<file path="config.mk">
export PLATFORM = sky130hd
export DESIGN_NAME = icache_ctrl_flat
export DESIGN_NICKNAME = d
export VERILOG_FILES = /design/src/axi_rd_pkg.sv /design/src/icache_pkg.sv /design/src/icache_if.sv /design/src/icache_ctrl.sv /design/src/flat_wrapper.sv
export VERILOG_INCLUDE_DIRS = /design/src
export SDC_FILE = /design/constraint.sdc
export NUM_CORES = 1
export LEC_CHECK = 0
export BUFFER_PORTS_ARGS = -buffer_cell sky130_fd_sc_hd__buf_4
export CAP_MARGIN = 10
export CORE_AREA = 2 2 724 726
export CTS_CLUSTER_SIZE = 24
export DETAILED_ROUTE_END_ITERATION = 10
export DIE_AREA = 0 0 726 728
export GPL_TIMING_DRIVEN = 0
export SLEW_MARGIN = 15
export SYNTH_ARGS = -nofsm -noshare
export SYNTH_HDL_FRONTEND = slang
export SYNTH_SLANG_ARGS = --single-unit
export TNS_END_PERCENT = 5
</file>
<file path="constraint.sdc">
create_clock -name clk -period 10.9 [get_ports clk]
set_clock_uncertainty 0.2 [all_clocks]
set_input_delay 3.27 -clock clk [delete_from_list [all_inputs] [get_ports clk]]
set_output_delay 3.27 -clock clk [all_outputs]
set_load 0.05 [all_outputs]
</file>
<file path="src/icache_defines.svh">
`ifndef ICACHE_DEFINES_SVH
`define ICACHE_DEFINES_SVH

//////////////////////////////
// cache geometry
//////////////////////////////

// four ways, 128 sets of 32-byte lines
`define ICACHE_WAYS     4
`define ICACHE_SETS     128
`define ICACHE_INDEX_W  7
`define ICACHE_TAG_W    20
`define ICACHE_WORDS    8
// half a line goes back per request
`define ICACHE_BLOCK_W  128
`define ICACHE_LINE_W   256

//////////////////////////////
// axi read channel
//////////////////////////////

`define AXI_ADDR_W      32
`define AXI_DATA_W      32
`define AXI_ID_W        4
// read id used for refill bursts
`define ICACHE_RID      0

`endif

</file>
<file path="src/axi_rd_pkg.sv">
`include "icache_defines.svh"

package axi_rd_pkg;

    // read address channel
    typedef logic [`AXI_ADDR_W-1:0] axi_addr_t;

    // read data channel
    typedef logic [`AXI_DATA_W-1:0] axi_data_t;

    // transaction id, shared by ar and r
    typedef logic [`AXI_ID_W-1:0]   axi_id_t;

endpackage

</file>
<file path="src/icache_pkg.sv">
`include "icache_defines.svh"

package icache_pkg;

    // physical tag and set number
    typedef logic [`ICACHE_TAG_W-1:0]   tag_t;
    typedef logic [`ICACHE_INDEX_W-1:0] set_index_t;

    // one bit per way, used for selects and hit vectors
    typedef logic [`ICACHE_WAYS-1:0]    way_mask_t;

    // tree pseudo-lru state of one set
    typedef logic [2:0]                 plru_t;

    // payload widths
    typedef logic [`ICACHE_BLOCK_W-1:0] block_t;
    typedef logic [`ICACHE_LINE_W-1:0]  line_t;
    typedef logic [`ICACHE_LINE_W/`ICACHE_WORDS-1:0] word_t;

    // word position inside a line
    typedef logic [$clog2(`ICACHE_WORDS)-1:0] word_ptr_t;

    // controller fsm
    typedef enum logic [2:0] {
        reset_sweep,
        idle,
        run,
        miss,
        refill,
        finish,
        recover
    } cache_state_e;

endpackage

</file>
<file path="src/icache_if.sv">
`include "icache_defines.svh"

//////////////////////////////
// tag/valid/data array port
//////////////////////////////

interface cache_array_if;
    import icache_pkg::*;

    // driven by the controller
    set_index_t index;
    way_mask_t  tag_wen;
    way_mask_t  val_wen;
    tag_t       wtag;
    logic       wvalid;
    way_mask_t  data_wen;
    line_t      wline;

    // each way drives its own slot
    wire tag_t      tag_back  [`ICACHE_WAYS];
    wire way_mask_t valid_back;
    wire line_t     line_back [`ICACHE_WAYS];

    modport ctrl (
        output index, tag_wen, val_wen, wtag, wvalid, data_wen, wline,
        input  tag_back, valid_back, line_back
    );

    modport way (
        input  index, tag_wen, val_wen, wtag, wvalid, data_wen, wline,
        output tag_back, valid_back, line_back
    );
endinterface

//////////////////////////////
// line refill handshake
//////////////////////////////

interface refill_if;
    import icache_pkg::*;
    import axi_rd_pkg::*;

    // start is a single-cycle pulse
    logic      start;
    axi_addr_t addr;
    // line holds from done until the next start
    logic      done;
    line_t     line;

    modport ctrl (output start, addr, input done, line);
    modport unit (input start, addr, output done, line);
endinterface

</file>
<file path="src/icache_ctrl.sv">
`include "icache_defines.svh"

module icache_ctrl (
    input  logic                   clk,
    input  logic                   rst,
    input  logic                   req,
    input  icache_pkg::set_index_t index,
    input  logic                   offset,
    input  icache_pkg::tag_t       tag,
    output logic                   index_ok,
    output logic                   data_ok,
    output icache_pkg::block_t     rdata,
    cache_array_if.ctrl            arr,
    refill_if.ctrl                 fill,
    input  icache_pkg::way_mask_t  victim,
    output icache_pkg::set_index_t lookup_index,
    output logic                   plru_update
);
    import icache_pkg::*;
    import axi_rd_pkg::*;

    function automatic block_t pick_half(input line_t line, input logic upper);
        return upper ? line[`ICACHE_LINE_W-1 -: `ICACHE_BLOCK_W]
                     : line[`ICACHE_BLOCK_W-1:0];
    endfunction

    cache_state_e state;
    set_index_t   sweep_cnt;
    way_mask_t    fill_way;

    // tag stage
    logic       sta_valid;
    set_index_t sta_index;
    logic       sta_offset;
    way_mask_t  sta_hit;
    line_t      hit_line;

    // data stage
    logic       sda_valid;
    set_index_t sda_index;
    logic       sda_offset;
    tag_t       sda_tag;
    way_mask_t  sda_hit;
    block_t     sda_block;

    logic sda_free;
    logic sda_miss;

    //////////////////////////////
    // processor handshake
    //////////////////////////////

    assign data_ok  = sda_valid && (state == run) && (|sda_hit);
    assign sda_free = (state == run) && (!sda_valid || data_ok);
    assign sda_miss = (state == run) && sda_valid && !(|sda_hit);
    assign index_ok = req && sda_free;
    assign rdata    = sda_block;

    // tag compare on the arrays read one cycle earlier
    always_comb begin
        hit_line = '0;
        for (int w = 0; w < `ICACHE_WAYS; w++) begin
            sta_hit[w] = arr.valid_back[w] && (arr.tag_back[w] == tag);
            if (sta_hit[w]) begin
                hit_line = hit_line | arr.line_back[w];
            end
        end
    end

    always_ff @(posedge clk) begin
        if (!rst) begin
            sta_valid <= 1'b0;
            sda_valid <= 1'b0;
            sda_hit   <= '0;
        end else begin
            if (index_ok) begin
                sta_valid <= 1'b1;
            end else if (sda_free) begin
                sta_valid <= 1'b0;
            end
            if (sda_free) begin
                sda_valid <= sta_valid;
                sda_hit   <= sta_hit;
            end else if (state == idle) begin
                // missed request now sits in the filled way
                sda_hit <= fill_way;
            end
        end
    end

    always_ff @(posedge clk) begin
        if (index_ok) begin
            sta_index  <= index;
            sta_offset <= offset;
        end
        if (sda_free) begin
            sda_index  <= sta_index;
            sda_offset <= sta_offset;
            sda_tag    <= tag;
            sda_block  <= pick_half(hit_line, sta_offset);
        end else if (state == idle) begin
            sda_block <= pick_half(fill.line, sda_offset);
        end
    end

    //////////////////////////////
    // fsm and reset sweep
    //////////////////////////////

    always_ff @(posedge clk) begin
        if (!rst) begin
            state     <= reset_sweep;
            sweep_cnt <= '0;
            fill_way  <= '0;
        end else begin
            case (state)
                reset_sweep: begin
                    sweep_cnt <= sweep_cnt + set_index_t'(1);
                    if (sweep_cnt == set_index_t'(`ICACHE_SETS - 1)) begin
                        state <= idle;
                    end
                end
                idle:    state <= run;
                run: begin
                    if (sda_miss) begin
                        state    <= miss;
                        fill_way <= victim;
                    end
                end
                miss:    state <= refill;
                refill:  state <= fill.done ? finish : refill;
                finish:  state <= recover;
                recover: state <= idle;
                default: state <= idle;
            endcase
        end
    end

    assign lookup_index = sda_index;
    assign plru_update  = sda_miss;
    assign fill.start   = (state == miss);
    assign fill.addr    = axi_addr_t'({sda_tag, sda_index, sda_offset, 4'b0000});

    // array port steering
    always_comb begin
        arr.index    = sta_index;
        arr.tag_wen  = '0;
        arr.val_wen  = '0;
        arr.data_wen = '0;
        arr.wvalid   = 1'b1;
        case (state)
            reset_sweep: begin
                arr.index   = sweep_cnt;
                arr.tag_wen = '1;
                arr.val_wen = '1;
                arr.wvalid  = 1'b0;
            end
            finish: begin
                arr.index    = sda_index;
                arr.tag_wen  = fill_way;
                arr.val_wen  = fill_way;
                arr.data_wen = fill_way;
            end
            run:     arr.index = index;
            default: ;
        endcase
    end

    assign arr.wtag  = sda_tag;
    assign arr.wline = fill.line;

endmodule

</file>
<file path="src/flat_wrapper.sv">
// flat-port wrapper written by rule: the top's interface ports become plain ports
module icache_ctrl_flat import icache_pkg::*; import axi_rd_pkg::*;
  (clk, rst, req, index, offset, tag, index_ok, data_ok, rdata, victim, lookup_index, plru_update, arr_index, arr_tag_wen, arr_val_wen, arr_wtag, arr_wvalid, arr_data_wen, arr_wline, arr_tag_back, arr_valid_back, arr_line_back, fill_start, fill_addr, fill_done, fill_line);
  cache_array_if arr_i ();
  refill_if fill_i ();
  input  logic clk;
  input  logic rst;
  input  logic req;
  input  icache_pkg::set_index_t index;
  input  logic offset;
  input  icache_pkg::tag_t tag;
  output logic index_ok;
  output logic data_ok;
  output icache_pkg::block_t rdata;
  input  icache_pkg::way_mask_t victim;
  output icache_pkg::set_index_t lookup_index;
  output logic plru_update;
  output wire logic [$bits(arr_i.index)-1:0] arr_index;
  output wire logic [$bits(arr_i.tag_wen)-1:0] arr_tag_wen;
  output wire logic [$bits(arr_i.val_wen)-1:0] arr_val_wen;
  output wire logic [$bits(arr_i.wtag)-1:0] arr_wtag;
  output wire logic [$bits(arr_i.wvalid)-1:0] arr_wvalid;
  output wire logic [$bits(arr_i.data_wen)-1:0] arr_data_wen;
  output wire logic [$bits(arr_i.wline)-1:0] arr_wline;
  input wire logic [$bits(arr_i.tag_back)-1:0] arr_tag_back;
  input wire logic [$bits(arr_i.valid_back)-1:0] arr_valid_back;
  input wire logic [$bits(arr_i.line_back)-1:0] arr_line_back;
  output wire logic [$bits(fill_i.start)-1:0] fill_start;
  output wire logic [$bits(fill_i.addr)-1:0] fill_addr;
  input wire logic [$bits(fill_i.done)-1:0] fill_done;
  input wire logic [$bits(fill_i.line)-1:0] fill_line;
  assign arr_index = arr_i.index;
  assign arr_tag_wen = arr_i.tag_wen;
  assign arr_val_wen = arr_i.val_wen;
  assign arr_wtag = arr_i.wtag;
  assign arr_wvalid = arr_i.wvalid;
  assign arr_data_wen = arr_i.data_wen;
  assign arr_wline = arr_i.wline;
  assign arr_i.tag_back = {>>{arr_tag_back}};
  assign arr_i.valid_back = arr_valid_back;
  assign arr_i.line_back = {>>{arr_line_back}};
  assign fill_start = fill_i.start;
  assign fill_addr = fill_i.addr;
  assign fill_i.done = fill_done;
  assign fill_i.line = fill_line;
  icache_ctrl u_core (.clk(clk), .rst(rst), .req(req), .index(index), .offset(offset), .tag(tag), .index_ok(index_ok), .data_ok(data_ok), .rdata(rdata), .arr(arr_i), .fill(fill_i), .victim(victim), .lookup_index(lookup_index), .plru_update(plru_update));
endmodule
</file>
==> flow_summary_export.csv <==
group,metric,value,unit
critical_path,end_kind,"output pin",
routing,first_pass_iters,6,
cts,cts-resized-gates,0,
routing,wl_per_cell,36.5,um
grt,grt_remaining_overflow,0,
placement,dp_hpwl,385000,um
critical_path,critical_path.max_fanout,2,
floorplanning,start_util,3.92,%
power_and_ir_drop,pwr-share-seq,22.2,%
cts,cts_root_buf,"clkbuf_16",
timing,rsz0062_at_grt,"no",
run_status,status,"complete, but fails checks",
job,maxCapViolations,2,
grt,use_met2,24.0,%
critical_path,reg2reg_depth,10,
timing,min_period_over_period,73.8,%
floorplanning,rows,265,
yosys,netlist_area,20400,um^2
timing,max_slew.worst_pin.slew,1560,ps
yosys,synth_edf_count,164,
timing,clock.fmax,124,MHz
grt,met1_usage,19.0,%
yosys,synth-seq-area-share,26.1,%
floorplanning,die_y,728,um
yosys,async_flop_share,0,%
finish,syn2layout_area_growth,120,%
routing,first_iter_violations,3134,
power_and_ir_drop,intPower,2.12,mW
power_and_ir_drop,vdd_drop_max,0.0995,mV
power_and_ir_drop,pwr-share-comb,56.3,%
finish,n_fill_cell,61200,
cts,cts_hold_buffers,0,
placement,port_buffers,1862,
floorplanning,dieArea,529000,um^2
cts,numCtsBuffers,21,
power_and_ir_drop,p_leak,18.8,nW
timing,hold_violations,0,
routing,drcViolationCount,0,
grt,grt_usage,15.1,%
finish,nNetsFinal,5848,
power_and_ir_drop,clockPowerShare,21.5,%
critical_path,start_kind,"input port",
routing,via_per_inst,2.76,
min_path,min_path_cells,0,
routing,vias,31700,
power_and_ir_drop,powerDensity,95.0,nW/um^2
timing,timing.final.ws_setup,2860,ps
min_path,hold_class,"reg2reg",
finish,finish.utilization,8.63,%
yosys,ys_ff_latch,184,
yosys,yosysWarnings,0,
cts,cts_tree,"done",
power_and_ir_drop,switchingPower,2.15,mW
grt,grt_first_pass_wirelength,481000,um
yosys,synth_top_flop_cell,"edfxtp_1",
grt,grt_max_degree,32,
grt,first_global_vias,30400,
run_status,failed_checks,"max-capacitance violations, max-slew violations",
grt,antenna_found_initial,239,
critical_path,worst_ep_required_time,7430,ps
timing,final_max_slew_viol_count,4,
finish,layout-drive-gt1-share,54.1,%
routing,drtAntennaViolNets,0,
yosys,synth_cell_type_count,40,
routing,routed_wl,418000,um
grt,met3_usage,5.90,%
placement,dp_slack,2730,ps
timing,relSlewSlack,-4.20,%
finish,fin_cells,11500,
critical_path,worstSetupPathType,"in2out",
floorplanning,ios,1867,
grt,busiest_layer,"met2",
yosys,syn-instance-count,2518,
timing,period_needed,8040,ps
cts,htree_levels,4,
placement,placed_cells,11400,
cts,clk_latency,620,ps
power_and_ir_drop,swShare,50.4,%
cts,clkTransAtPathRegs,130,ps
cts,clock_path_buffers,3,
cts,post_cts_buffers,0,
timing,final.setup.tns,0,ps
critical_path,cp.arrival,4570,ps
yosys,post_synth.cell_area_avg,8.10,um^2
cts,cts_sinks,184,
floorplanning,die_w,726,um
finish,final_area,44900,um^2
placement,gp_congestion,0.950,
timing,setup-violations-final,0,
placement,placed_area,44000,um^2
floorplanning,core-area,520000,um^2
## critical path, cell delays in order
cell	delay, ps
buf_4	90
mux2i_1	60
nor2_1	110
a21oi_1	50
o21ai_0	650
buf_4	340
## final timing paths
check | end | slack, ps | start
worst min register to register | u_core.lookup_index[3] | 260 | u_core.sta_index[3]
worst max register to register | u_core.rdata[82] | 6170 | u_core.state[1]
worst min-delay path | u_core.lookup_index[3] | 260 | u_core.sta_index[3]
worst max-delay path | arr_index[1] | 2860 | index[1]
## Yosys cell counts (2+ instances only)
cell type | n | area, um^2
nand3_1 | 390 | 1950
buf_4 | 299 | 2240
edfxtp_1 | 164 | 4920
nand2_1 | 145 | 544
nand4_1 | 142 | 888
mux2i_1 | 139 | 1390
and3_1 | 135 | 845
inv_1 | 135 | 507
a31oi_1 | 129 | 807
a221o_1 | 128 | 1280
o211a_1 | 128 | 1280
o21ai_0 | 122 | 611
clkbuf_1 | 109 | 409
buf_2 | 95 | 475
xnor2_1 | 65 | 569
buf_6 | 37 | 417
nor2_1 | 25 | 93.8
dfxtp_1 | 20 | 400
o21ai_1 | 20 | 100
xor2_1 | 20 | 175
a21oi_1 | 17 | 85.1
buf_1 | 10 | 37.5
nand2b_1 | 7 | 43.8
o211ai_1 | 7 | 52.6
nor4_1 | 5 | 31.3
a311oi_1 | 4 | 35.0
nor4_2 | 4 | 50.1
or2_2 | 4 | 25.0
and2_1 | 2 | 12.5
## power groups by stage
stage / sequential (mW) / combinational [mW] / clock [mW]
CTS: 0.950 / 2.46 / 1.01
detailed placement: 0.964 / 2.46 / 0
global placement: 1.07 / 2.39 / 0
global route: 0.956 / 2.51 / 0.990
finish: 0.947 / 2.40 / 0.918
floorplan: 1.23 / 0.695 / 0
## layout by cell type (no fill, tap or decap), drive strengths merged
master,n
buf,2345
nand3,390
edfxtp,164
nand2,145
nand4,142
o21ai,142
mux2i,139
inv,138
and3,136
clkbuf,131
a31oi,129
a221o,128
o211a,128
diode,76
xnor2,65
nor2,25
xor2,20
dfxtp,20
a21oi,17
nor4,10
nand2b,7
o211ai,7
clkinv,5
or2,4
a311oi,4
conb,4
and2,3
clkinvlp,2
bufinv,2
nor3b,1
nor3,1
nor2b,1
or3,1
ha,1
## layer usage
layer | vias to the layer above | wire [um]
met5 | - | 548
met4 | 80 | 13100
met3 | 487 | 42200
met2 | 2305 | 186000
met1 | 15700 | 177000
li1 | 13100 | -
## registers in the layout, summed over array words and instances (netlist names)
| register | count |
|---|---|
| u_core.arr.wtag | 20 |
| u_core.fill_way | 4 |
| u_core.lookup_index | 7 |
| u_core.rdata | 128 |
| u_core.sda_hit | 4 |
| u_core.sda_offset | 1 |
| u_core.sda_valid | 1 |
| u_core.sta_index | 7 |
| u_core.sta_offset | 1 |
| u_core.sta_valid | 1 |
| u_core.state | 3 |
| u_core.sweep_cnt | 7 |
## layout make-up
class	count	area (um^2)	area share, %
repair buffers	1903	14800	32.9
multi-input cells	1650	11100	24.7
well taps	6942	8690	19.3
flip-flops and latches	184	5330	11.9
plain buffers	552	3650	8.14
clock buffers	21	526	1.17
inverters	135	507	1.13
diodes	76	190	0.424
clock inverters	12	139	0.309
## per-stage QoR
step	power, mW	hold slack [ps]
after floorplan	1.93	237
after global placement	3.46	249
after detailed placement	3.42	255
after CTS	4.42	253
after global routing	4.46	278
final	4.27	256
## kinds of logic (layout without fill, tap and decap cells)
kind of cell / after synthesis / in the layout / synth area share (%)
xor gates and xnor gates: 85 / 85 / 3.65
muxes: 139 / 139 / 6.82
DFF: 184 / 184 / 26.1
AOI/OAI and AO/OA: 555 / 555 / 20.9
and+or+nand+nor: 866 / 866 / 22.3
other: 1 / 80 / 0.0184
adders and majority gates: 1 / 1 / 0.0613
buffers and inverters: 687 / 2623 / 20.2
Note: power is estimated with default switching activity, not from simulation.
