[src/icache_defines.svh]
`ifndef ICACHE_DEFINES_SVH
`define ICACHE_DEFINES_SVH

//////////////////////////////
// cache geometry
//////////////////////////////

// four ways, 128 sets of 32-byte lines
`define ICACHE_WAYS     4
`define ICACHE_SETS     128
`define ICACHE_INDEX_W  7
`define ICACHE_TAG_W    20
`define ICACHE_WORDS    8
// half a line goes back per request
`define ICACHE_BLOCK_W  128
`define ICACHE_LINE_W   256

//////////////////////////////
// axi read channel
//////////////////////////////

`define AXI_ADDR_W      32
`define AXI_DATA_W      32
`define AXI_ID_W        4
// read id used for refill bursts
`define ICACHE_RID      0

`endif

[src/axi_rd_pkg.sv]
`include "icache_defines.svh"

package axi_rd_pkg;

    // read address channel
    typedef logic [`AXI_ADDR_W-1:0] axi_addr_t;

    // read data channel
    typedef logic [`AXI_DATA_W-1:0] axi_data_t;

    // transaction id, shared by ar and r
    typedef logic [`AXI_ID_W-1:0]   axi_id_t;

endpackage

[src/icache_pkg.sv]
`include "icache_defines.svh"

package icache_pkg;

    // physical tag and set number
    typedef logic [`ICACHE_TAG_W-1:0]   tag_t;
    typedef logic [`ICACHE_INDEX_W-1:0] set_index_t;

    // one bit per way, used for selects and hit vectors
    typedef logic [`ICACHE_WAYS-1:0]    way_mask_t;

    // tree pseudo-lru state of one set
    typedef logic [2:0]                 plru_t;

    // payload widths
    typedef logic [`ICACHE_BLOCK_W-1:0] block_t;
    typedef logic [`ICACHE_LINE_W-1:0]  line_t;
    typedef logic [`ICACHE_LINE_W/`ICACHE_WORDS-1:0] word_t;

    // word position inside a line
    typedef logic [$clog2(`ICACHE_WORDS)-1:0] word_ptr_t;

    // controller fsm
    typedef enum logic [2:0] {
        reset_sweep,
        idle,
        run,
        miss,
        refill,
        finish,
        recover
    } cache_state_e;

endpackage

[src/icache_if.sv]
`include "icache_defines.svh"


//////////////////////////////
// line refill handshake
//////////////////////////////

interface refill_if;
    import icache_pkg::*;
    import axi_rd_pkg::*;

    // start is a single-cycle pulse
    logic      start;
    axi_addr_t addr;
    // line holds from done until the next start
    logic      done;
    line_t     line;

    modport ctrl (output start, addr, input done, line);
    modport unit (input start, addr, output done, line);
endinterface

[src/refill_unit.sv]
`include "icache_defines.svh"

module refill_unit (
    input  logic                  clk,
    input  logic                  rst,
    refill_if.unit                fill,
    output axi_rd_pkg::axi_addr_t araddr,
    output logic                  arvalid,
    input  logic                  arready,
    input  axi_rd_pkg::axi_id_t   rid,
    input  axi_rd_pkg::axi_data_t rdata_axi,
    input  logic                  rlast,
    input  logic                  rvalid,
    output logic                  rready
);
    import icache_pkg::*;
    import axi_rd_pkg::*;

    axi_addr_t addr_q;
    logic      ar_busy;
    logic      r_busy;
    logic      done_q;
    word_ptr_t ptr;
    word_t     fill_buf [`ICACHE_WORDS];
    line_t     line_w;
    logic      beat;

    // only our own id counts as a beat
    assign beat = r_busy && rvalid && (rid == axi_id_t'(`ICACHE_RID));

    always_ff @(posedge clk) begin
        if (!rst) begin
            ar_busy <= 1'b0;
            r_busy  <= 1'b0;
            done_q  <= 1'b0;
            ptr     <= '0;
        end else begin
            done_q <= beat && rlast;
            if (fill.start) begin
                ar_busy <= 1'b1;
                // wrap burst begins at the requested half
                ptr     <= word_ptr_t'({fill.addr[4], 2'b00});
            end else if (ar_busy && arready) begin
                ar_busy <= 1'b0;
                r_busy  <= 1'b1;
            end else if (beat) begin
                ptr <= ptr + word_ptr_t'(1);
                if (rlast) begin
                    r_busy <= 1'b0;
                end
            end
        end
    end

    // address and beat payload
    always_ff @(posedge clk) begin
        if (fill.start) begin
            addr_q <= fill.addr;
        end
        if (beat) begin
            fill_buf[ptr] <= rdata_axi;
        end
    end

    // word 0 in the low bits
    always_comb begin
        for (int w = 0; w < `ICACHE_WORDS; w++) begin
            line_w[w*$bits(word_t) +: $bits(word_t)] = fill_buf[w];
        end
    end

    assign araddr    = addr_q;
    assign arvalid   = ar_busy;
    assign rready    = r_busy;
    assign fill.done = done_q;
    assign fill.line = line_w;

endmodule
[src/flat_wrapper.sv]
// flat-port wrapper written by rule: the top's interface ports become plain ports
module refill_unit_flat import icache_pkg::*; import axi_rd_pkg::*;
  (clk, rst, araddr, arvalid, arready, rid, rdata_axi, rlast, rvalid, rready, fill_start, fill_addr, fill_done, fill_line);
  refill_if fill_i ();
  input  logic clk;
  input  logic rst;
  output axi_rd_pkg::axi_addr_t araddr;
  output logic arvalid;
  input  logic arready;
  input  axi_rd_pkg::axi_id_t rid;
  input  axi_rd_pkg::axi_data_t rdata_axi;
  input  logic rlast;
  input  logic rvalid;
  output logic rready;
  input wire logic [$bits(fill_i.start)-1:0] fill_start;
  input wire logic [$bits(fill_i.addr)-1:0] fill_addr;
  output wire logic [$bits(fill_i.done)-1:0] fill_done;
  output wire logic [$bits(fill_i.line)-1:0] fill_line;
  assign fill_i.start = fill_start;
  assign fill_i.addr = fill_addr;
  assign fill_done = fill_i.done;
  assign fill_line = fill_i.line;
  refill_unit u_core (.clk(clk), .rst(rst), .fill(fill_i), .araddr(araddr), .arvalid(arvalid), .arready(arready), .rid(rid), .rdata_axi(rdata_axi), .rlast(rlast), .rvalid(rvalid), .rready(rready));
endmodule
[config.mk]
export PLATFORM = sky130hd
export DESIGN_NAME = refill_unit_flat
export DESIGN_NICKNAME = d
export VERILOG_FILES = /design/src/axi_rd_pkg.sv /design/src/icache_pkg.sv /design/src/icache_if.sv /design/src/refill_unit.sv /design/src/flat_wrapper.sv
export VERILOG_INCLUDE_DIRS = /design/src
export SDC_FILE = /design/constraint.sdc
export NUM_CORES = 1
export LEC_CHECK = 0
export BUFFER_PORTS_ARGS = -buffer_cell sky130_fd_sc_hd__buf_2
export CAP_MARGIN = 5
export CELL_PAD_IN_SITES_DETAIL_PLACEMENT = 1
export CELL_PAD_IN_SITES_GLOBAL_PLACEMENT = 2
export CORE_MARGIN = 4
export CORE_UTILIZATION = 31
export CTS_BUF_LIST = sky130_fd_sc_hd__clkbuf_16
export CTS_CLUSTER_SIZE = 30
export DETAILED_ROUTE_END_ITERATION = 10
export GPL_TIMING_DRIVEN = 0
export PLACE_DENSITY_LB_ADDON = 0.1
export RECOVER_POWER = 25
export SLEW_MARGIN = 20
export SYNTH_ARGS = -nofsm -noshare
export SYNTH_HDL_FRONTEND = slang
export SYNTH_SLANG_ARGS = --single-unit
export TNS_END_PERCENT = 1
[constraint.sdc]
create_clock -name clk -period 4.1 [get_ports clk]
set_input_delay 0.41 -clock clk [delete_from_list [all_inputs] [get_ports clk]]
set_output_delay 0.41 -clock clk [all_outputs]
set_load 0.01 [all_outputs]
==> summary.txt, run 1 <==
Placed design
  • Cells after DPL: 1112
  • HPWL Detailed: around 19000 µm
  • IO buf count: around 360
  • Gp weighted congestion: approximately 0.73

Critical path
  • CP endpoint kind: flip-flop
  • Crit Path Class: reg -> reg
  • Critical Path RT: between 4000 and 5000 ps
  • Slowest Stage Delay on Critical Path: roughly 700 ps
  • Worst setup SP type: flip-flop
  • Crit path max-delay cell type: nor2_4
  • Crit path cell chain: clkbuf_1 -> nand3_1 -> nor2_4 -> buf_16
  • Setup slack, reg-to-reg: ~1700 ps
  • Delay-heaviest family, CP: simple AND/OR/NAND/NOR gates
  • Critical path peak fanout: 17
  • Crit path buf inv count: 2
  • Crit path DAT: between 2000 and 3000 ps

Power and ir drop
  • Worst vdd ir: ~0.28 mV
  • Leakage: roughly 4.9 nW
  • PwrDens: around 500 nW/µm²
  • Power, Total: roughly 6.5 mW

CTS
  • Clk Latency, worst-skew pair: around 490 ps
  • Post-CTS Setup Bufs: 0
  • H-tree levels: 2
  • CTS tree: done
  • Buffer depth of the longest clock path: 3
  • Root buffer cell: clkbuf_16
  • CTS clk-pin slew, worst paths: around 50 ps
  • Clk sink count: between 200 and 300
  • CTS resizes: 0
  • Hold buffer count at CTS: 0
  • Total CTS buffers: 34

Die
  • Die width: between 150 and 200 µm
  • Boundary Pins: between 300 and 400
  • DIE AREA: 31900 µm²
  • Effective utilization at floorplan: about a third
  • Die H: 179 µm
  • Core Area: approximately 29000 µm²
  • Placement row count: between 60 and 70

Route
  • WL final: between 20000 and 30000 µm
  • Remaining DRCs: 0
  • Drt via density: between 4 and 5
  • Via count: between 5000 and 6000
  • Routed len/inst: approximately 22 µm
  • Post-route ant nets: 0
  • Initial drt markers: ~230
  • Pre-Repair DR Iteration Count: 4

Timing
  • RSZ-0062 raised after global routing: false
  • Max Fclk: roughly 420 MHz
  • Hold Vio Cnt, Final: 0
  • Minimum clock period after layout: between 2000 and 2500 ps
  • Min Hold Slack: around 94 ps
  • Relative slew slack: ~48%
  • Clock skew: approximately 13 ps
  • Setup TNS: 0 ps
  • Worst slew pin tran: 773 ps
  • Tcrit/Tclk final: 57.8%
  • Setup violators final: 0
  • Slew Viols, Final: 0

Layout
  • Final Util: 44.6%
  • P&R area growth vs syn: 42.0%
  • Share of cells above drive strength 1: a little over half
  • Non-Filler Instances: ~1200
  • FILL cells: between 2000 and 3000
  • Layout net count: about 840

Global route
  • Global-route wire length before repair: 35700 µm
  • Total GRT Usage: about 15%
  • Vias in the first global route: 5335
  • Pin count of the biggest net entering global routing: 36
  • Antenna violations before repair: 1
  • Gr ovfl total: 0

Worst hold path
  • Hold Path Class: in -> reg

Job
  • Max-Cap Viols: 0

Synth
  • XOR/XNOR share of the synthesized area: 0%
  • Post-Synth Adder-Cell Area: less than 1%
  • Compound-Gate Fraction of Synth Area: 0.832%
  • Synthesized flop and latch total: 294
  • Post-Syn Instances: 337
  • Synthesized net count: roughly 410
  • Synth Area in Simple Gates: under 10%
  • Post-synthesis sequential area ratio: 97.2%
  • Post-Synthesis Cell Area: 9020 µm²
  • Largest family of logic cells by synthesized area: simple AND/OR/NAND/NOR gates
  • Mux contribution to synthesized area: 0%
  • Count of cell types in the netlist: 26
  • Mapped Avg Cell Area: about 27 µm²
  • Yosys warns: 0

Status
  • Outcome: complete, no violations
-- cell families (layout without fill, tap and decap cells) --
family / count (synthesis) / after routing
adder cells (fa/ha/maj): 1 / 1
buffers and inverters: 3 / 451
AO/OA/AOI/OAI: 11 / 11
other: 0 / 1
flip-flops: 294 / 294
AND/OR/NAND/NOR: 28 / 28
-- synth_stat cells, drive strengths merged --
master   instances  share of area, %
nand2            5              0.21
nand4            1             0.069
inv              2             0.083
a31o             1             0.097
nand4bb          1              0.12
or3              1             0.069
nand2b           3              0.21
nor2b            2              0.14
edfxtp         288                96
ha               1              0.14
a41oi            1             0.097
and3             1             0.069
nand3            3              0.17
dfxtp            6               1.3
and4bb           1              0.14
a21oi            2              0.11
a31oi            1             0.069
nor3             4              0.22
a21boi           1             0.083
o211ai           1             0.083
nor2             5              0.21
nor4             1             0.069
clkbuf           1             0.042
o21ai            2              0.11
a211oi           1             0.083
a211o            1             0.097
-- sequential cells by signal, indices dropped and copies added (netlist names) --
signal	count
u_core.rready	1
u_core.fill_buf	256
u_core.fill.done	1
u_core.arvalid	1
u_core.araddr	32
u_core.ptr	3
-- report_power, final --
group          switching, mW  internal, mW
logic                 0.0803        0.0424
registers            0.00732          3.33
clock network           1.10          1.99
total                   1.19          5.36
-- layout make-up --
| class | count | area (µm²) | share of cell area [%] |
|---|---|---|---|
| Antenna cell | 1 | 2.50 | 0.0195 |
| Buffer | 1 | 3.75 | 0.0293 |
| Clock buffer | 37 | 926 | 7.23 |
| Clock inverter | 20 | 238 | 1.86 |
| Inverter | 2 | 7.51 | 0.0586 |
| Multi-Input combinational cell | 40 | 298 | 2.33 |
| Sequential cell | 294 | 8770 | 68.5 |
| Tap cell | 384 | 480 | 3.75 |
| Timing Repair Buffer | 391 | 2080 | 16.3 |
-- path summary, 6_finish.rpt --
path / cells past startpoint / to / startpoint
worst max register to register: 4 / u_core.fill_buf[6][29] / u_core.ptr[2]
worst min register to register: 2 / u_core.arvalid / u_core.arvalid
worst min-delay path: 1 / u_core.araddr[31] / fill_addr[31]
worst max-delay path: 4 / u_core.fill_buf[6][29] / u_core.ptr[2]
-- routing by layer --
metal / vias to the layer above / part of all wire, % / GRT usage [%]
li1: 2227 / - / -
met1: 2575 / 37 / 17.6
met2: 240 / 51 / 26.6
met3: 39 / 9.7 / 5.62
met4: 0 / 2.4 / 5.08
met5: - / 0 / 0
-- metrics by stage --
| step | cell area (µm²) | setup slack, ps |
|---|---|---|
| floorplan | 9030 | 508 |
| global placement | 11300 | -2520 |
| detailed placement | 11700 | 1540 |
| CTS | 12800 | 1690 |
| global route | 12800 | 1580 |
| finish | 12800 | 1730 |
-- placed cells by master (no fill, tap or decap), drive strengths merged, types with 2 or more instances in the layout --
cell type	instances
nor2	5
o21ai	2
nand3	3
edfxtp	288
inv	5
dfxtp	6
nor2b	2
clkinv	10
clkbuf	64
nand2	5
a21oi	2
buf	365
bufinv	6
nor3	4
nand2b	3
-- worst register-to-register path: cells and delay by family, from the launching register on --
family / cells / cell delay [ps]
and+or+nand+nor: 2 / 1120
DFF: 1 / 300
buffers and inverters: 2 / 630
Note: power is estimated with default switching activity, not from simulation.
==> run 2: changes to the inputs <==
==> constraint.sdc (replaced) <==
create_clock -name clk -period 2.1 [get_ports clk]
set_input_delay 0.21 -clock clk [delete_from_list [all_inputs] [get_ports clk]]
set_output_delay 0.21 -clock clk [all_outputs]
set_load 0.01 [all_outputs]
==> summary.txt, run 2 (same netlist as run 1, synthesis figures left out) <==
Job
  • Max-Cap Viols: 0 (unchanged)

Critical path
  • Crit Path Class: reg -> reg
  • Critical Path RT: 2330 ps (-1950 ps)
  • Worst setup SP type: flip-flop
  • Crit path top cell by count: buf_8
  • Critical path peak fanout: 11 (-6)
  • Crit path max-delay cell type: nor3_4
  • CP endpoint kind: flip-flop
  • Slowest Stage Delay on Critical Path: 470 ps (-230 ps)
  • Crit path cell chain: and4bb_4 -> nand2_8 -> nor3_4 -> buf_8 -> buf_8
  • Crit path DAT: 2220 ps (-330 ps)

Timing
  • Hold Vio Cnt, Final: 0 (unchanged)
  • Slew Viols, Final: 0 (unchanged)
  • Max Fclk: 504 MHz (+19%)
  • Minimum clock period after layout: 1980 ps (-385 ps)
  • Relative slew slack: 46.6% (-1.8 points)
  • Setup TNS: 0 ps (unchanged)
  • Setup violators final: 0 (unchanged)
  • Tcrit/Tclk final: 94.5% (+37 points)
  • Worst slew pin tran: 800 ps (+27.6 ps)
  • Clock skew: 8.95 ps (-3.66 ps)
  • Fin worst setup slack: 116 ps (-1620 ps)

Layout
  • Commonest non-fill, non-tap cells in the layout: buf_2 (335), edfxtp_1 (288), dlygate4sd3_1 (69)
  • Diode count: 0 (-1)
  • Share of cells above drive strength 1: 49.0% (-4.4 points)
  • Most common cell after layout, fill and taps aside: buf_2
  • Max reg flops: 256 (unchanged)
  • FILL cells: 2847 (+0.96%)
  • Biggest register: u_core.fill_buf
  • Layout net count: 906 (+8.0%)
  • P&R area growth vs syn: 49.1%

CTS
  • H-tree levels: 1 (-1)
  • CTS clk-pin slew, worst paths: 60 ps (about the same)
  • CTS tree: done
  • Buffer depth of the longest clock path: 3 (unchanged)
  • Clk Latency, worst-skew pair: 540 ps (+50 ps)
  • Root buffer cell: clkbuf_16
  • Clk sink count: 294 (unchanged)
  • Total CTS buffers: 30 (-12%)

Placed design
  • Dpl ws: -580 ps (-2120 ps)
  • IO buf count: 364 (unchanged)
  • Gp weighted congestion: 0.723 (-1.4%)
  • HPWL Detailed: 19500 µm (+1.6%)

Route
  • Routed len/inst: 21.5 µm (-2.5%)
  • Pre-Repair DR Iteration Count: 4 (unchanged)
  • Post-route ant nets: 0 (unchanged)
  • Initial drt markers: 299 (+31%)
  • Remaining DRCs: 0 (unchanged)
  • Drt via density: 4.29 (-1.3%)
  • Via count: 5313 (+4.6%)
  • WL final: 26600 µm (+3.2%)

Global route
  • Global-route wire length before repair: 37700 µm (+5.6%)
  • Total GRT Usage: 16.0% (+0.68 points)
  • Vias in the first global route: 5685 (+6.6%)
  • Antenna violations before repair: 0 (-1)
  • Gr ovfl total: 0 (unchanged)
  • Pin count of the biggest net entering global routing: 36 (unchanged)

Power and ir drop
  • Leakage: 5.09 nW (+4.9%)
  • PwrDens: 873 nW/µm² (+71%)
  • Worst vdd ir: 0.584 mV (+110%)

Die
  • Core Area: 28700 µm² (unchanged)
  • Effective utilization at floorplan: 31.4% (unchanged)
  • Boundary Pins: 365 (unchanged)
  • Die H: 179 µm (unchanged)
  • DIE AREA: 31900 µm² (unchanged)
  • Die width: 179 µm (unchanged)
  • Placement row count: 62 (unchanged)

Status
  • Outcome: complete, no violations

Worst hold path
  • Hold Path Class: in -> reg
run 2: cell types whose count changed in the layout (fill, tap and decap cells not counted), sizes merged:
cell	before	now
bufinv	6	2
clkbuf	64	59
clkinv	10	19
clkinvlp	1	0
diode	1	0
dlygate4sd3	0	69
inv	5	7
run 2: path summary, 6_finish.rpt:
kind	from	endpoint	slack, ps	cells past startpoint
setup / recovery	u_core.rready	u_core.fill_buf[3][10]	120	5
hold / removal	rid[2]	u_core.ptr[2]	50	4
setup reg to reg	u_core.rready	u_core.fill_buf[3][10]	120	5
hold reg to reg	u_core.arvalid	u_core.arvalid	560	2
run 2: through the flow:
stage / instances / instance area, µm² / power [mW] / hold WS [ps] / util (%)
5_1_grt: 1239 / 13500 / 12.2 / 50.5 / 46.9
4_1_cts: 1236 / 13500 / 11.9 / 0.409 / 46.9
3_5_place_dp: 1107 / 11800 / 6.89 / 388 / 41.1
3_3_place_gp: 1085 / 11400 / 6.87 / 387 / 39.7
6_report: 1239 / 13500 / 11.7 / 46.7 / 46.9
2_1_floorplan: 337 / 9100 / 6.69 / 309 / -
run 2: layer usage:
layer | global-route usage, % | up-vias | wire length [µm]
met5 | 0 | - | 0
met4 | 4.45 | 0 | 718
met3 | 5.40 | 48 | 2580
met2 | 28.4 | 245 | 13700
met1 | 18.5 | 2652 | 9640
li1 | - | 2368 | -
run 2: final cells by class:
cell class                      instances  area, µm²  area share [%]
Sequential cell                       294       8770            65.2
Timing Repair Buffer                  463       2920            21.7
Clock buffer                           30        751            5.58
Tap cell                              384        480            3.57
Multi-Input combinational cell         40        348            2.59
Clock inverter                         26        173            1.28
Inverter                                2       7.51          0.0558
run 2: repair_timing:
action	CTS	global route
setup buffers	5	3
hold buffers	69	0
pin swaps	4	2
setup endpoints to repair	141	13
gates resized for setup	3	2
endpoints found under the hold margin	293	0
run 2: report_power, final:
group,internal [mW],total (mW),switching (mW)
clock network,2.83,4.88,2.05
registers,6.50,6.52,0.0234
logic,0.166,0.341,0.175
total,9.49,11.7,2.25
run 2: critical path, delay by kind of cell (launching register included):
family / cells / cell delay [ps]
buffers and inverters: 2 / 410
and+or+nand+nor: 3 / 900
DFF: 1 / 350
