$ cat src/icache_defines.svh
`ifndef ICACHE_DEFINES_SVH
`define ICACHE_DEFINES_SVH

//////////////////////////////
// cache geometry
//////////////////////////////

// four ways, 128 sets of 32-byte lines
`define ICACHE_WAYS     4
`define ICACHE_SETS     128
`define ICACHE_INDEX_W  7
`define ICACHE_TAG_W    20
`define ICACHE_WORDS    8
// half a line goes back per request
`define ICACHE_BLOCK_W  128
`define ICACHE_LINE_W   256

//////////////////////////////
// axi read channel
//////////////////////////////

`define AXI_ADDR_W      32
`define AXI_DATA_W      32
`define AXI_ID_W        4
// read id used for refill bursts
`define ICACHE_RID      0

`endif

$ cat src/icache_pkg.sv
`include "icache_defines.svh"

package icache_pkg;

    // physical tag and set number
    typedef logic [`ICACHE_TAG_W-1:0]   tag_t;
    typedef logic [`ICACHE_INDEX_W-1:0] set_index_t;

    // one bit per way, used for selects and hit vectors
    typedef logic [`ICACHE_WAYS-1:0]    way_mask_t;

    // tree pseudo-lru state of one set
    typedef logic [2:0]                 plru_t;

    // payload widths
    typedef logic [`ICACHE_BLOCK_W-1:0] block_t;
    typedef logic [`ICACHE_LINE_W-1:0]  line_t;
    typedef logic [`ICACHE_LINE_W/`ICACHE_WORDS-1:0] word_t;

    // word position inside a line
    typedef logic [$clog2(`ICACHE_WORDS)-1:0] word_ptr_t;

    // controller fsm
    typedef enum logic [2:0] {
        reset_sweep,
        idle,
        run,
        miss,
        refill,
        finish,
        recover
    } cache_state_e;

endpackage

$ cat src/plru_table.sv
`include "icache_defines.svh"

module plru_table (
    input  logic                   clk,
    input  logic                   rst,
    input  icache_pkg::set_index_t lookup_index,
    output icache_pkg::way_mask_t  victim,
    input  logic                   update,
    input  icache_pkg::set_index_t update_index,
    input  icache_pkg::way_mask_t  update_way
);
    import icache_pkg::*;

    plru_t tree [`ICACHE_SETS];
    plru_t cur;

    assign cur = tree[lookup_index];

    // bit 0 picks the pair, bit 1 or bit 2 the way inside it
    always_comb begin
        if (!cur[0]) begin
            victim = cur[1] ? 4'b0010 : 4'b0001;
        end else begin
            victim = cur[2] ? 4'b1000 : 4'b0100;
        end
    end

    // point the tree away from the way just filled
    always_ff @(posedge clk) begin
        if (!rst) begin
            for (int s = 0; s < `ICACHE_SETS; s++) begin
                tree[s] <= '0;
            end
        end else if (update) begin
            case (update_way)
                4'b0001: tree[update_index][1:0] <= 2'b11;
                4'b0010: tree[update_index][1:0] <= 2'b01;
                4'b0100: begin
                    tree[update_index][2] <= 1'b1;
                    tree[update_index][0] <= 1'b0;
                end
                4'b1000: begin
                    tree[update_index][2] <= 1'b0;
                    tree[update_index][0] <= 1'b0;
                end
                default: ;
            endcase
        end
    end

endmodule

$ cat config.mk
export PLATFORM = sky130hd
export DESIGN_NAME = plru_table
export DESIGN_NICKNAME = d
export VERILOG_FILES = /design/src/icache_pkg.sv /design/src/plru_table.sv
export VERILOG_INCLUDE_DIRS = /design/src
export SDC_FILE = /design/constraint.sdc
export NUM_CORES = 1
export LEC_CHECK = 0
export ABC_CLOCK_PERIOD_IN_PS = 2100
export CORE_ASPECT_RATIO = 1.1
export CORE_MARGIN = 8
export CORE_UTILIZATION = 55
export DETAILED_ROUTE_END_ITERATION = 10
export DONT_BUFFER_PORTS = 1
export GPL_TIMING_DRIVEN = 0
export HOLD_SLACK_MARGIN = 0.06
export PLACE_DENSITY = 0.79
export SYNTH_ARGS = -nofsm -noshare
export SYNTH_HDL_FRONTEND = slang
export SYNTH_SLANG_ARGS = --single-unit
$ cat constraint.sdc
create_clock -name clk -period 2.1 [get_ports clk]
set_input_delay 0.21 -clock clk [delete_from_list [all_inputs] [get_ports clk]]
set_output_delay 0.21 -clock clk [all_outputs]
set_load 0.01 [all_outputs]
==> results of run 1 <==
-- path summary, 6_finish.rpt --
| path | to | from | depth (start not counted) | slack (ps) |
|---|---|---|---|---|
| hold / removal | tree[44][2]$_SDFFCE_PN0P_ | update_index[1] | 3 | 80 |
| setup / recovery | victim[3] | tree[11][0]$_SDFFCE_PN0P_ | 5 | -590 |
-- area by class of cell --
type	count	area [sq um]	share of cell area (%)
well taps	444	556	2.61
repair buffers	3	22.5	0.106
clock buffers	52	1020	4.82
clock inverters	12	53.8	0.253
inverters	130	488	2.30
plain buffers	121	676	3.18
multi-input cells	1051	6900	32.5
flip-flops and latches	384	11500	54.3
-- per-stage QoR --
step | utilization [%] | setup TNS [ps] | hold slack, ps | area [sq um] | instances
after CTS | 60.6 | -2190 | 67.7 | 21200 | 2198
final | 60.8 | -2300 | 83.4 | 21300 | 2197
after detailed placement | 57.0 | -514800 | 612 | 19900 | 2135
after global routing | 60.8 | -2430 | 116 | 21300 | 2197
after floorplan | - | -36.7 | 509 | 19400 | 1690
after global placement | 57.0 | -442850 | 597 | 19900 | 2134
-- logic make-up (layout without fill, tap and decap cells) --
family,after synthesis,count (layout),share of synthesized area (%)
XOR/XNOR,2,2,0.0905
flip-flops,384,384,59.6
AND/OR/NAND/NOR,765,765,17.4
buffers and inverters,255,318,5.60
AO/OA/AOI/OAI,176,176,5.11
multiplexers,108,108,12.2
-- critical path, stage by stage (launching register included) --
cell                       delay [ps]
sky130_fd_sc_hd__edfxtp_1         370
sky130_fd_sc_hd__mux4_2           530
sky130_fd_sc_hd__mux4_2           580
sky130_fd_sc_hd__o22ai_4          180
sky130_fd_sc_hd__a221oi_4          90
sky130_fd_sc_hd__and2_4           190
-- Yosys cell counts, drive strengths merged (6+ instances only) --
cell	number	area share (%)
o21ai	131	3.4
mux2i	6	0.31
nand2	299	5.8
o211ai	8	0.31
nor2	268	5.2
nor2b	9	0.33
a22oi	18	0.70
nand3	9	0.23
mux4	102	12
buf	42	1.5
inv	130	2.5
clkbuf	83	1.6
edfxtp	384	60
and2	11	0.36
nor3	19	0.49
nand2b	134	4.3
o22ai	12	0.39
-- timing repair --
action                     in CTS  in global routing
gates resized for setup        50                 35
pin swaps                       4                  3
setup buffers                   1                  1
setup endpoints to repair     475                204
-- power by group --
group | switching, mW | internal (mW) | total [mW] | leakage [nW]
Clock | 2.91 | 3.40 | 6.31 | 0.525
Combinational | 0.948 | 0.602 | 1.55 | 4.27
Sequential | 0.111 | 8.79 | 8.90 | 3.64
-- routing by layer --
metal  global-route usage (%)  up-vias  share of wire [%]
met5                        0        -                  0
met4                     22.6        0                8.9
met3                     10.4      380                 16
met2                     49.2     1397                 44
met1                     37.6     7112                 31
li1                         -     5967                  -
-- placed cells by master (no fill, tap or decap), types with 5 or more instances in the layout --
master | netlist | routed
sky130_fd_sc_hd__edfxtp_1 | 384 | 384
sky130_fd_sc_hd__mux2i_1 | 6 | 5
sky130_fd_sc_hd__buf_6 | 5 | 12
sky130_fd_sc_hd__a22oi_1 | 18 | 16
sky130_fd_sc_hd__clkbuf_4 | 1 | 5
sky130_fd_sc_hd__mux4_2 | 100 | 101
sky130_fd_sc_hd__nor2b_1 | 8 | 7
sky130_fd_sc_hd__o22ai_1 | 12 | 7
sky130_fd_sc_hd__nand2_1 | 299 | 294
sky130_fd_sc_hd__buf_2 | 25 | 9
sky130_fd_sc_hd__nand2_2 | 0 | 5
sky130_fd_sc_hd__clkbuf_1 | 82 | 79
sky130_fd_sc_hd__clkbuf_2 | 0 | 12
sky130_fd_sc_hd__clkinv_1 | 0 | 8
sky130_fd_sc_hd__inv_1 | 130 | 130
sky130_fd_sc_hd__o211ai_1 | 8 | 8
sky130_fd_sc_hd__clkbuf_16 | 0 | 39
sky130_fd_sc_hd__nor2_1 | 268 | 266
sky130_fd_sc_hd__nand3_1 | 9 | 9
sky130_fd_sc_hd__buf_4 | 6 | 13
sky130_fd_sc_hd__nand2b_1 | 134 | 134
sky130_fd_sc_hd__nor3_1 | 19 | 15
sky130_fd_sc_hd__o21ai_0 | 131 | 130
==> impl_metrics.tcl, run 1 <==
set metrics [dict create \
    critical_path_required_ps 1890 \
    die_x_um 195 \
    core_area_sq_um 35000 \
    vias 14856 \
    dp_hpwl_mm 45.1 \
    power_per_cell_area_nw_per_um2 789 \
    endpoint_kind "primary output" \
    p_leak_nw 8.44 \
    initialDrtViolationCount 2772 \
    dp_worst_setup_slack_ps -1260 \
    final.setup.worst_slack_ps -585 \
    ys_warn_count 0 \
    cts_tree "built" \
    detail-route-antenna-nets 0 \
    largest_register_ffs 384 \
    remaining_drc_errors 0 \
    dominantRegCellSynth "sky130_fd_sc_hd__edfxtp_1" \
    critical_path.startpoint_type "flip-flop" \
    number_of_nets_in_the_layout 1750 \
    report.final.setup_viol 4 \
    wl_mm 66.2 \
    top_reg_by_flops "tree" \
    rsz0062_at_grt "true" \
    max-slew-margin-rel_pct 18.2 \
    cts.clk_slew.worst_paths_ps 60 \
    htree_num_levels 2 \
    final.min_clock_period_ps 2690 \
    wirelength_per_cell_um 30.1 \
    cap_viol_max_count 0 \
    gp_routability_congestion 1.03 \
    status "complete, but fails checks" \
    power.total_mw 16.8 \
    failed_checks "negative setup slack" \
    nFillCells 2760 \
    cts_buffers 38 \
    worstMarginPinSlew_ps 1220 \
    grt_usage_pct 31.8 \
    yosys_register_bits 384 \
    max_freq_mhz 372 \
    syn_nets 1711 \
    drive_gt1_share_pct 13.1 \
    initial_cell_density_of_the_core_pct 55.4 \
    synth_enable_flop_cells 384 \
    top_regs "tree (384)" \
    syn-instance-count 1690 \
    holdBufCountCts 0 \
    drt-pass1-iter-count 6 \
    die_height_um 213 \
    min-delay-path-class "in2reg" \
    avgViaCountPerCell 6.76 \
    seq_area_frac_synth_pct 59.6 \
    grt_antenna_before_repair 0 \
    ctsRootBufferMaster "sky130_fd_sc_hd__clkbuf_16" \
    worst_ir_drop_vdd_v 0.000628 \
    syn2layout_area_growth_pct 9.78 \
    startpoint_to_endpoint_class_of_the_critical_path "reg2out" \
    total_die_area_sq_um 41500 \
    final_hold_viol_count 0 \
    slew_viol_final 0 \
    fraction_of_registers_with_async_set_or_reset_after_synthesis_pct 0 \
    post_synth_num_cell_types 40 \
    netlist_area_sq_um 19400 \
    cp_data_arrival_time_ps 2480 \
    first_global_vias 14342 \
    critPathMaxFanout 4 \
    port_buffers 0 \
    num_io_pins 25 \
    final.period_utilization_pct 128 \
    pin_count_of_the_biggest_net_entering_global_routing 14 \
    globalRoute.totalOverflow 0 \
    antenna_cells_inserted 0 \
    clkSinkCount 384 \
    cts_max_path_buffers 3 \
    rows 72 \
    synth_area_per_cell_sq_um 11.5 \
    grt_first_pass_wirelength_mm 93.9 \
]
(Power assumes the default switching activity.)
==> run 2: changes to the inputs <==
--- a/config.mk
+++ b/config.mk
@@ -7,14 +7,16 @@
 export NUM_CORES = 1
 export LEC_CHECK = 0
 export ABC_CLOCK_PERIOD_IN_PS = 2100
+export CELL_PAD_IN_SITES_DETAIL_PLACEMENT = 1
+export CELL_PAD_IN_SITES_GLOBAL_PLACEMENT = 1
 export CORE_ASPECT_RATIO = 1.1
 export CORE_MARGIN = 8
-export CORE_UTILIZATION = 55
+export CORE_UTILIZATION = 47
 export DETAILED_ROUTE_END_ITERATION = 10
 export DONT_BUFFER_PORTS = 1
 export GPL_TIMING_DRIVEN = 0
 export HOLD_SLACK_MARGIN = 0.06
-export PLACE_DENSITY = 0.79
+export PLACE_DENSITY = 0.82
 export SYNTH_ARGS = -nofsm -noshare
 export SYNTH_HDL_FRONTEND = slang
 export SYNTH_SLANG_ARGS = --single-unit
==> constraint.sdc (replaced) <==
create_clock -name clk -period 2.1 [get_ports clk]
set_input_delay 0.42 -clock clk [delete_from_list [all_inputs] [get_ports clk]]
set_output_delay 0.42 -clock clk [all_outputs]
set_load 0.01 [all_outputs]
==> run 2 against run 1 <==
  * The run still ends with negative setup slack left
  * Critical path depth grew 4
  * Sequential power about the same
  * Count of clock-buffer cells in the layout shrank 2
  * Sequential cell count is the same
  * Cell count grew 4.4%
  * Via count is 3.3% higher
  * Critical endpoint unchanged
==> impl_metrics.tcl, run 2 (synthesis gave the netlist of run 1 again) <==
set metrics [dict create \
    max_freq_mhz 330 \
    initialDrtViolationCount 2522 \
    timing.critical_path.mode_cell "sky130_fd_sc_hd__buf_8" \
    holdBufCountCts 0 \
    avgViaCountPerCell 6.69 \
    final.hold.worst_slack_ps 158 \
    drt-pass1-iter-count 8 \
    drive_gt1_share_pct 16.4 \
    cts.clk_slew.worst_paths_ps 60 \
    rows 78 \
    remaining_drc_errors 0 \
    die_x_um 210 \
    globalRoute.totalOverflow 0 \
    final.setup.worst_slack_ps -934 \
    failed_checks "negative setup slack" \
    wirelength_per_cell_um 33.9 \
    cts_buffers 41 \
    cp_data_arrival_time_ps 2610 \
    pin_count_of_the_biggest_net_entering_global_routing 14 \
    critical_path.n_buffers_inverters 3 \
    rsz0062_at_grt "true" \
    gp_routability_congestion 0.993 \
    min-delay-path-class "in2reg" \
    wl_mm 77.7 \
    startpoint_to_endpoint_class_of_the_critical_path "in2out" \
    max-slew-margin-rel_pct 17.5 \
    critPathTopFamily "compound AO/OA/AOI/OAI gates" \
    finalSetupTns_ps -3830 \
    cap_viol_max_count 0 \
    critPathMaxFanout 10 \
    worstMarginPinSlew_ps 1230 \
    vias 15342 \
    critical_path_required_ps 1680 \
    top_reg_by_flops "tree" \
    layout.cells.most_common_list "sky130_fd_sc_hd__edfxtp_1, sky130_fd_sc_hd__nand2_1, sky130_fd_sc_hd__nor2_1, sky130_fd_sc_hd__nand2b_1, sky130_fd_sc_hd__inv_1" \
    number_of_nets_in_the_layout 1758 \
    cts_max_path_buffers 3 \
    slew_viol_final 0 \
    worst_ir_drop_vdd_v 0.000527 \
    timing.critical_path.cells "buf_4 -> buf_8 -> buf_8 -> mux4_2 -> mux2i_1 -> o211ai_1 -> nand2_1 -> a221oi_4 -> and2_4" \
    grt_antenna_before_repair 1 \
    clkSinkCount 384 \
    htree_num_levels 2 \
    most_common_cell_after_layout_fill_and_taps_aside "sky130_fd_sc_hd__edfxtp_1" \
    largest_register_ffs 384 \
    final.period_utilization_pct 144 \
    total_die_area_sq_um 48000 \
    syn2layout_area_growth_pct 13.6 \
    initial_cell_density_of_the_core_pct 47.2 \
    power_per_cell_area_nw_per_um2 824 \
    first_global_vias 16110 \
    p_leak_nw 8.80 \
    critical_path.startpoint_type "primary input" \
    grt_first_pass_wirelength_mm 110 \
    status "complete, but fails checks" \
    final_hold_viol_count 0 \
    ctsRootBufferMaster "sky130_fd_sc_hd__clkbuf_16" \
    report.final.setup_viol 11 \
    port_buffers 0 \
    dp_worst_setup_slack_ps -1560 \
    core_area_sq_um 41000 \
    die_height_um 229 \
    top_regs "tree (384)" \
    timing.critical_path.slowest_stage_cell "sky130_fd_sc_hd__o211ai_1" \
    num_io_pins 25 \
    max_stage_delay_ps 420 \
    grt_usage_pct 32.0 \
    detail-route-antenna-nets 0 \
    endpoint_kind "primary output" \
    final.min_clock_period_ps 3030 \
    cts_tree "built" \
    dp_hpwl_mm 50.9 \
]
run 2: cell count changes in the layout (fill, tap and decap cells not counted), sizes merged:
cell | before | now
inv | 131 | 132
clkinvlp | 0 | 1
clkinv | 11 | 18
diode | 0 | 5
clkbuf | 135 | 127
buf | 41 | 52
bufinv | 0 | 4
run 2: per-layer routing:
| layer | up-vias | GRT usage (%) | wire length [um] |
|---|---|---|---|
| met3 | 362 | 9.86 | 11100 |
| met4 | 2 | 22.2 | 5980 |
| met5 | - | 0 | 13 |
| li1 | 5986 | - | - |
| met2 | 1343 | 49.1 | 35200 |
| met1 | 7649 | 38.2 | 25400 |
run 2: worst paths after layout:
check / cells past startpoint / endpoint / from / slack (ps)
setup / recovery: 9 / victim[3] / lookup_index[1] / -930
hold / removal: 2 / tree[103][2]$_SDFFCE_PN0P_ / update_way[1] / 160
run 2: what timing repair did:
action / CTS / global route
setup buffers: 6 / 4
endpoints found under the setup margin: 589 / 165
gates resized for setup: 102 / 63
pin swaps: 7 / 14
run 2: per-stage QoR:
step	instances	cell area (sq um)	total power, mW	utilization [%]
after global routing	2289	22000	18.3	53.6
after floorplan	1690	19400	9.97	-
after detailed placement	2211	20000	10.5	48.9
after global placement	2210	20000	10.4	48.9
after CTS	2287	21800	17.9	53.1
final	2294	22000	18.1	53.7
run 2: final cells by class:
cell class / instances / area, sq um
clock buffer: 50 / 1100
fill: 4266 / 19000
buffer: 118 / 846
inverter: 130 / 488
sequential: 384 / 11500
tap: 520 / 651
clock inverter: 25 / 229
multi-input combinational: 1051 / 7020
antenna: 5 / 12.5
timing repair buffer: 11 / 108
run 2: power breakdown:
group	leakage, nW	switching [mW]	internal [mW]
clock network	0.663	3.27	4.24
logic	4.49	1.04	0.654
registers	3.64	0.132	8.79
total	8.80	4.44	13.7
==> run 3: changes to the inputs <==
--- a/config.mk
+++ b/config.mk
@@ -10,7 +10,6 @@
 export CELL_PAD_IN_SITES_DETAIL_PLACEMENT = 1
 export CELL_PAD_IN_SITES_GLOBAL_PLACEMENT = 1
 export CORE_ASPECT_RATIO = 1.1
-export CORE_MARGIN = 8
 export CORE_UTILIZATION = 47
 export DETAILED_ROUTE_END_ITERATION = 10
 export DONT_BUFFER_PORTS = 1
==> run 3 against run 2 <==
  * The flow still finishes with violations (negative setup slack)
  * Sequential power about the same
  * Setup slack got worse by 21 ps
  * Core utilization grew 0.82 points
  * Sequential cell count unchanged
  * Largest cell class unchanged
==> impl_metrics.tcl, run 3 (synthesis gave the netlist of run 1 again) <==
set metrics [dict create \
    final.hold.worst_slack_ps 282 \
    failed_checks "negative setup slack" \
    die_height_um 215 \
    remaining_drc_errors 0 \
    antenna_cells_inserted 0 \
    syn2layout_area_growth_pct 13.6 \
    netSwitchingPower_mw 4.27 \
    p_clk_share_pct 39.1 \
    power_per_cell_area_nw_per_um2 795 \
    critPathMaxFanout 10 \
    vias 15247 \
    largest_register_ffs 384 \
    min_delay_path_depth 3 \
    place_inst 2204 \
    cts.clk_slew.worst_paths_ps 60 \
    worstMarginPinSlew_ps 1140 \
    core_area_sq_um 40400 \
    avgViaCountPerCell 6.66 \
    detail-route-antenna-nets 0 \
    endpoint_kind "primary output" \
    wl_mm 75.8 \
    port_buffers 0 \
    min-delay-path-class "in2reg" \
    top_regs "tree (384)" \
    gp_routability_congestion 1.02 \
    cp_data_arrival_time_ps 2630 \
    timing.critical_path.from "lookup_index[0]" \
    final.setup.worst_slack_ps -955 \
    first_global_vias 15773 \
    finalSetupTns_ps -3820 \
    report.final.setup_viol 12 \
    fraction_of_power_spent_switching_nets_pct 24.4 \
    layout.cells.most_common_list "sky130_fd_sc_hd__edfxtp_1, sky130_fd_sc_hd__nand2_1, sky130_fd_sc_hd__nor2_1, sky130_fd_sc_hd__nand2b_1, sky130_fd_sc_hd__inv_1" \
    clkSinkCount 384 \
    worst_ir_drop_vdd_v 0.000620 \
    final_util_pct 54.5 \
    critical_path_required_ps 1680 \
    rsz0062_at_grt "true" \
    comb_power_share_pct 9.9 \
    dp_worst_setup_slack_ps -1610 \
    final.period_utilization_pct 145 \
    placement.cell_area_sq_um 20000 \
    final.min_clock_period_ps 3050 \
    drive_gt1_share_pct 16.3 \
    max_freq_mhz 327 \
    instances_no_fill 2290 \
    holdBufCountCts 0 \
    startpoint_to_endpoint_class_of_the_critical_path "in2out" \
    die_x_um 196 \
    cts_max_path_buffers 3 \
    grt_antenna_before_repair 4 \
    top_reg_by_flops "tree" \
    p_leak_nw 8.81 \
    layout.cell_area.non_filler_sq_um 22000 \
    cts_buffers 41 \
    cts_tree "built" \
    rows 77 \
    initial_cell_density_of_the_core_pct 48.0 \
    initialDrtViolationCount 2391 \
    power.total_mw 17.5 \
    p_seq_share_pct 51.0 \
    drt-pass1-iter-count 5 \
    worstSetupEndpoint "victim[1]" \
    number_of_nets_in_the_layout 1768 \
    wirelength_per_cell_um 33.1 \
    num_io_pins 25 \
    max-slew-margin-rel_pct 23.6 \
    final_hold_viol_count 0 \
    nFillCells 4133 \
    pin_count_of_the_biggest_net_entering_global_routing 14 \
    grt_usage_pct 36.5 \
    ctsRootBufferMaster "sky130_fd_sc_hd__clkbuf_16" \
    grt_first_pass_wirelength_mm 107 \
    total_die_area_sq_um 42000 \
    most_common_cell_after_layout_fill_and_taps_aside "sky130_fd_sc_hd__edfxtp_1" \
    slew_viol_final 0 \
    internal_power_of_the_cells_mw 13.2 \
    status "complete, but fails checks" \
    htree_num_levels 2 \
    dp_hpwl_mm 50.3 \
    cap_viol_max_count 0 \
    globalRoute.totalOverflow 0 \
    critical_path.startpoint_type "primary input" \
]
run 3: cell count changes in the layout (fill, tap and decap cells not counted), moves of 4 or more:
cell | before | now
sky130_fd_sc_hd__buf_4 | 17 | 25
sky130_fd_sc_hd__clkinv_1 | 5 | 14
sky130_fd_sc_hd__bufinv_16 | 4 | 0
sky130_fd_sc_hd__o21ai_1 | 5 | 12
sky130_fd_sc_hd__nand2_1 | 293 | 289
sky130_fd_sc_hd__diode_2 | 5 | 0
sky130_fd_sc_hd__clkinv_2 | 13 | 3
sky130_fd_sc_hd__o21ai_0 | 126 | 119
run 3: worst min-delay path by stage:
stage	end	startpoint	slack [ps]
final	tree[43][2]$_SDFFCE_PN0P_	update_index[2]	280
after global routing	tree[43][2]$_SDFFCE_PN0P_	update_index[2]	270
after CTS	tree[45][2]$_SDFFCE_PN0P_	update_index[1]	280
after detailed placement	tree[45][2]$_SDFFCE_PN0P_	update_index[1]	850
after global placement	tree[45][2]$_SDFFCE_PN0P_	update_index[1]	830
after floorplan	tree[43][2]$_SDFFCE_PN0P_	update_index[2]	720
run 3: cell type report:
type,instances,area [sq um],area share (%)
plain buffers,118,845,3.84
clock inverters,20,91.3,0.415
multi-input cells,1051,7030,32.0
clock buffers,53,1110,5.06
well taps,513,642,2.92
inverters,130,488,2.22
flip-flops and latches,384,11500,52.4
repair buffers,21,253,1.15
run 3: metal layers:
layer	vias up	track usage [%]	part of all wire [%]
met5	-	0	0.17
met4	8	25.4	7.9
met3	366	11.9	14
met2	1287	56.2	45
met1	7599	43.4	33
li1	5987	-	-
run 3: power by group through the flow:
stage	Sequential, mW	Clock (mW)	Combinational [mW]
2_1_floorplan	9.00	0	0.966
3_3_place_gp	9.03	0	1.42
3_5_place_dp	9.07	0	1.47
4_1_cts	8.91	6.77	1.63
5_1_grt	8.94	7.00	1.77
6_report	8.91	6.83	1.73
run 3: worst max-delay path: stages:
cell and delay, ps:
sky130_fd_sc_hd__buf_12 110, sky130_fd_sc_hd__buf_8 230, sky130_fd_sc_hd__buf_8 250, sky130_fd_sc_hd__mux4_2 550, sky130_fd_sc_hd__a22oi_1 240, sky130_fd_sc_hd__nand3_2 260, sky130_fd_sc_hd__a21oi_2 290, sky130_fd_sc_hd__nor3_4 80
sky130_fd_sc_hd__nor2b_4 160
run 3: timing repair:
item | in CTS | in global routing
resized for setup | 111 | 71
cloned | 2 | 0
buffers inserted | 10 | 8
endpoints found under the setup margin | 548 | 220
pin swaps | 9 | 18
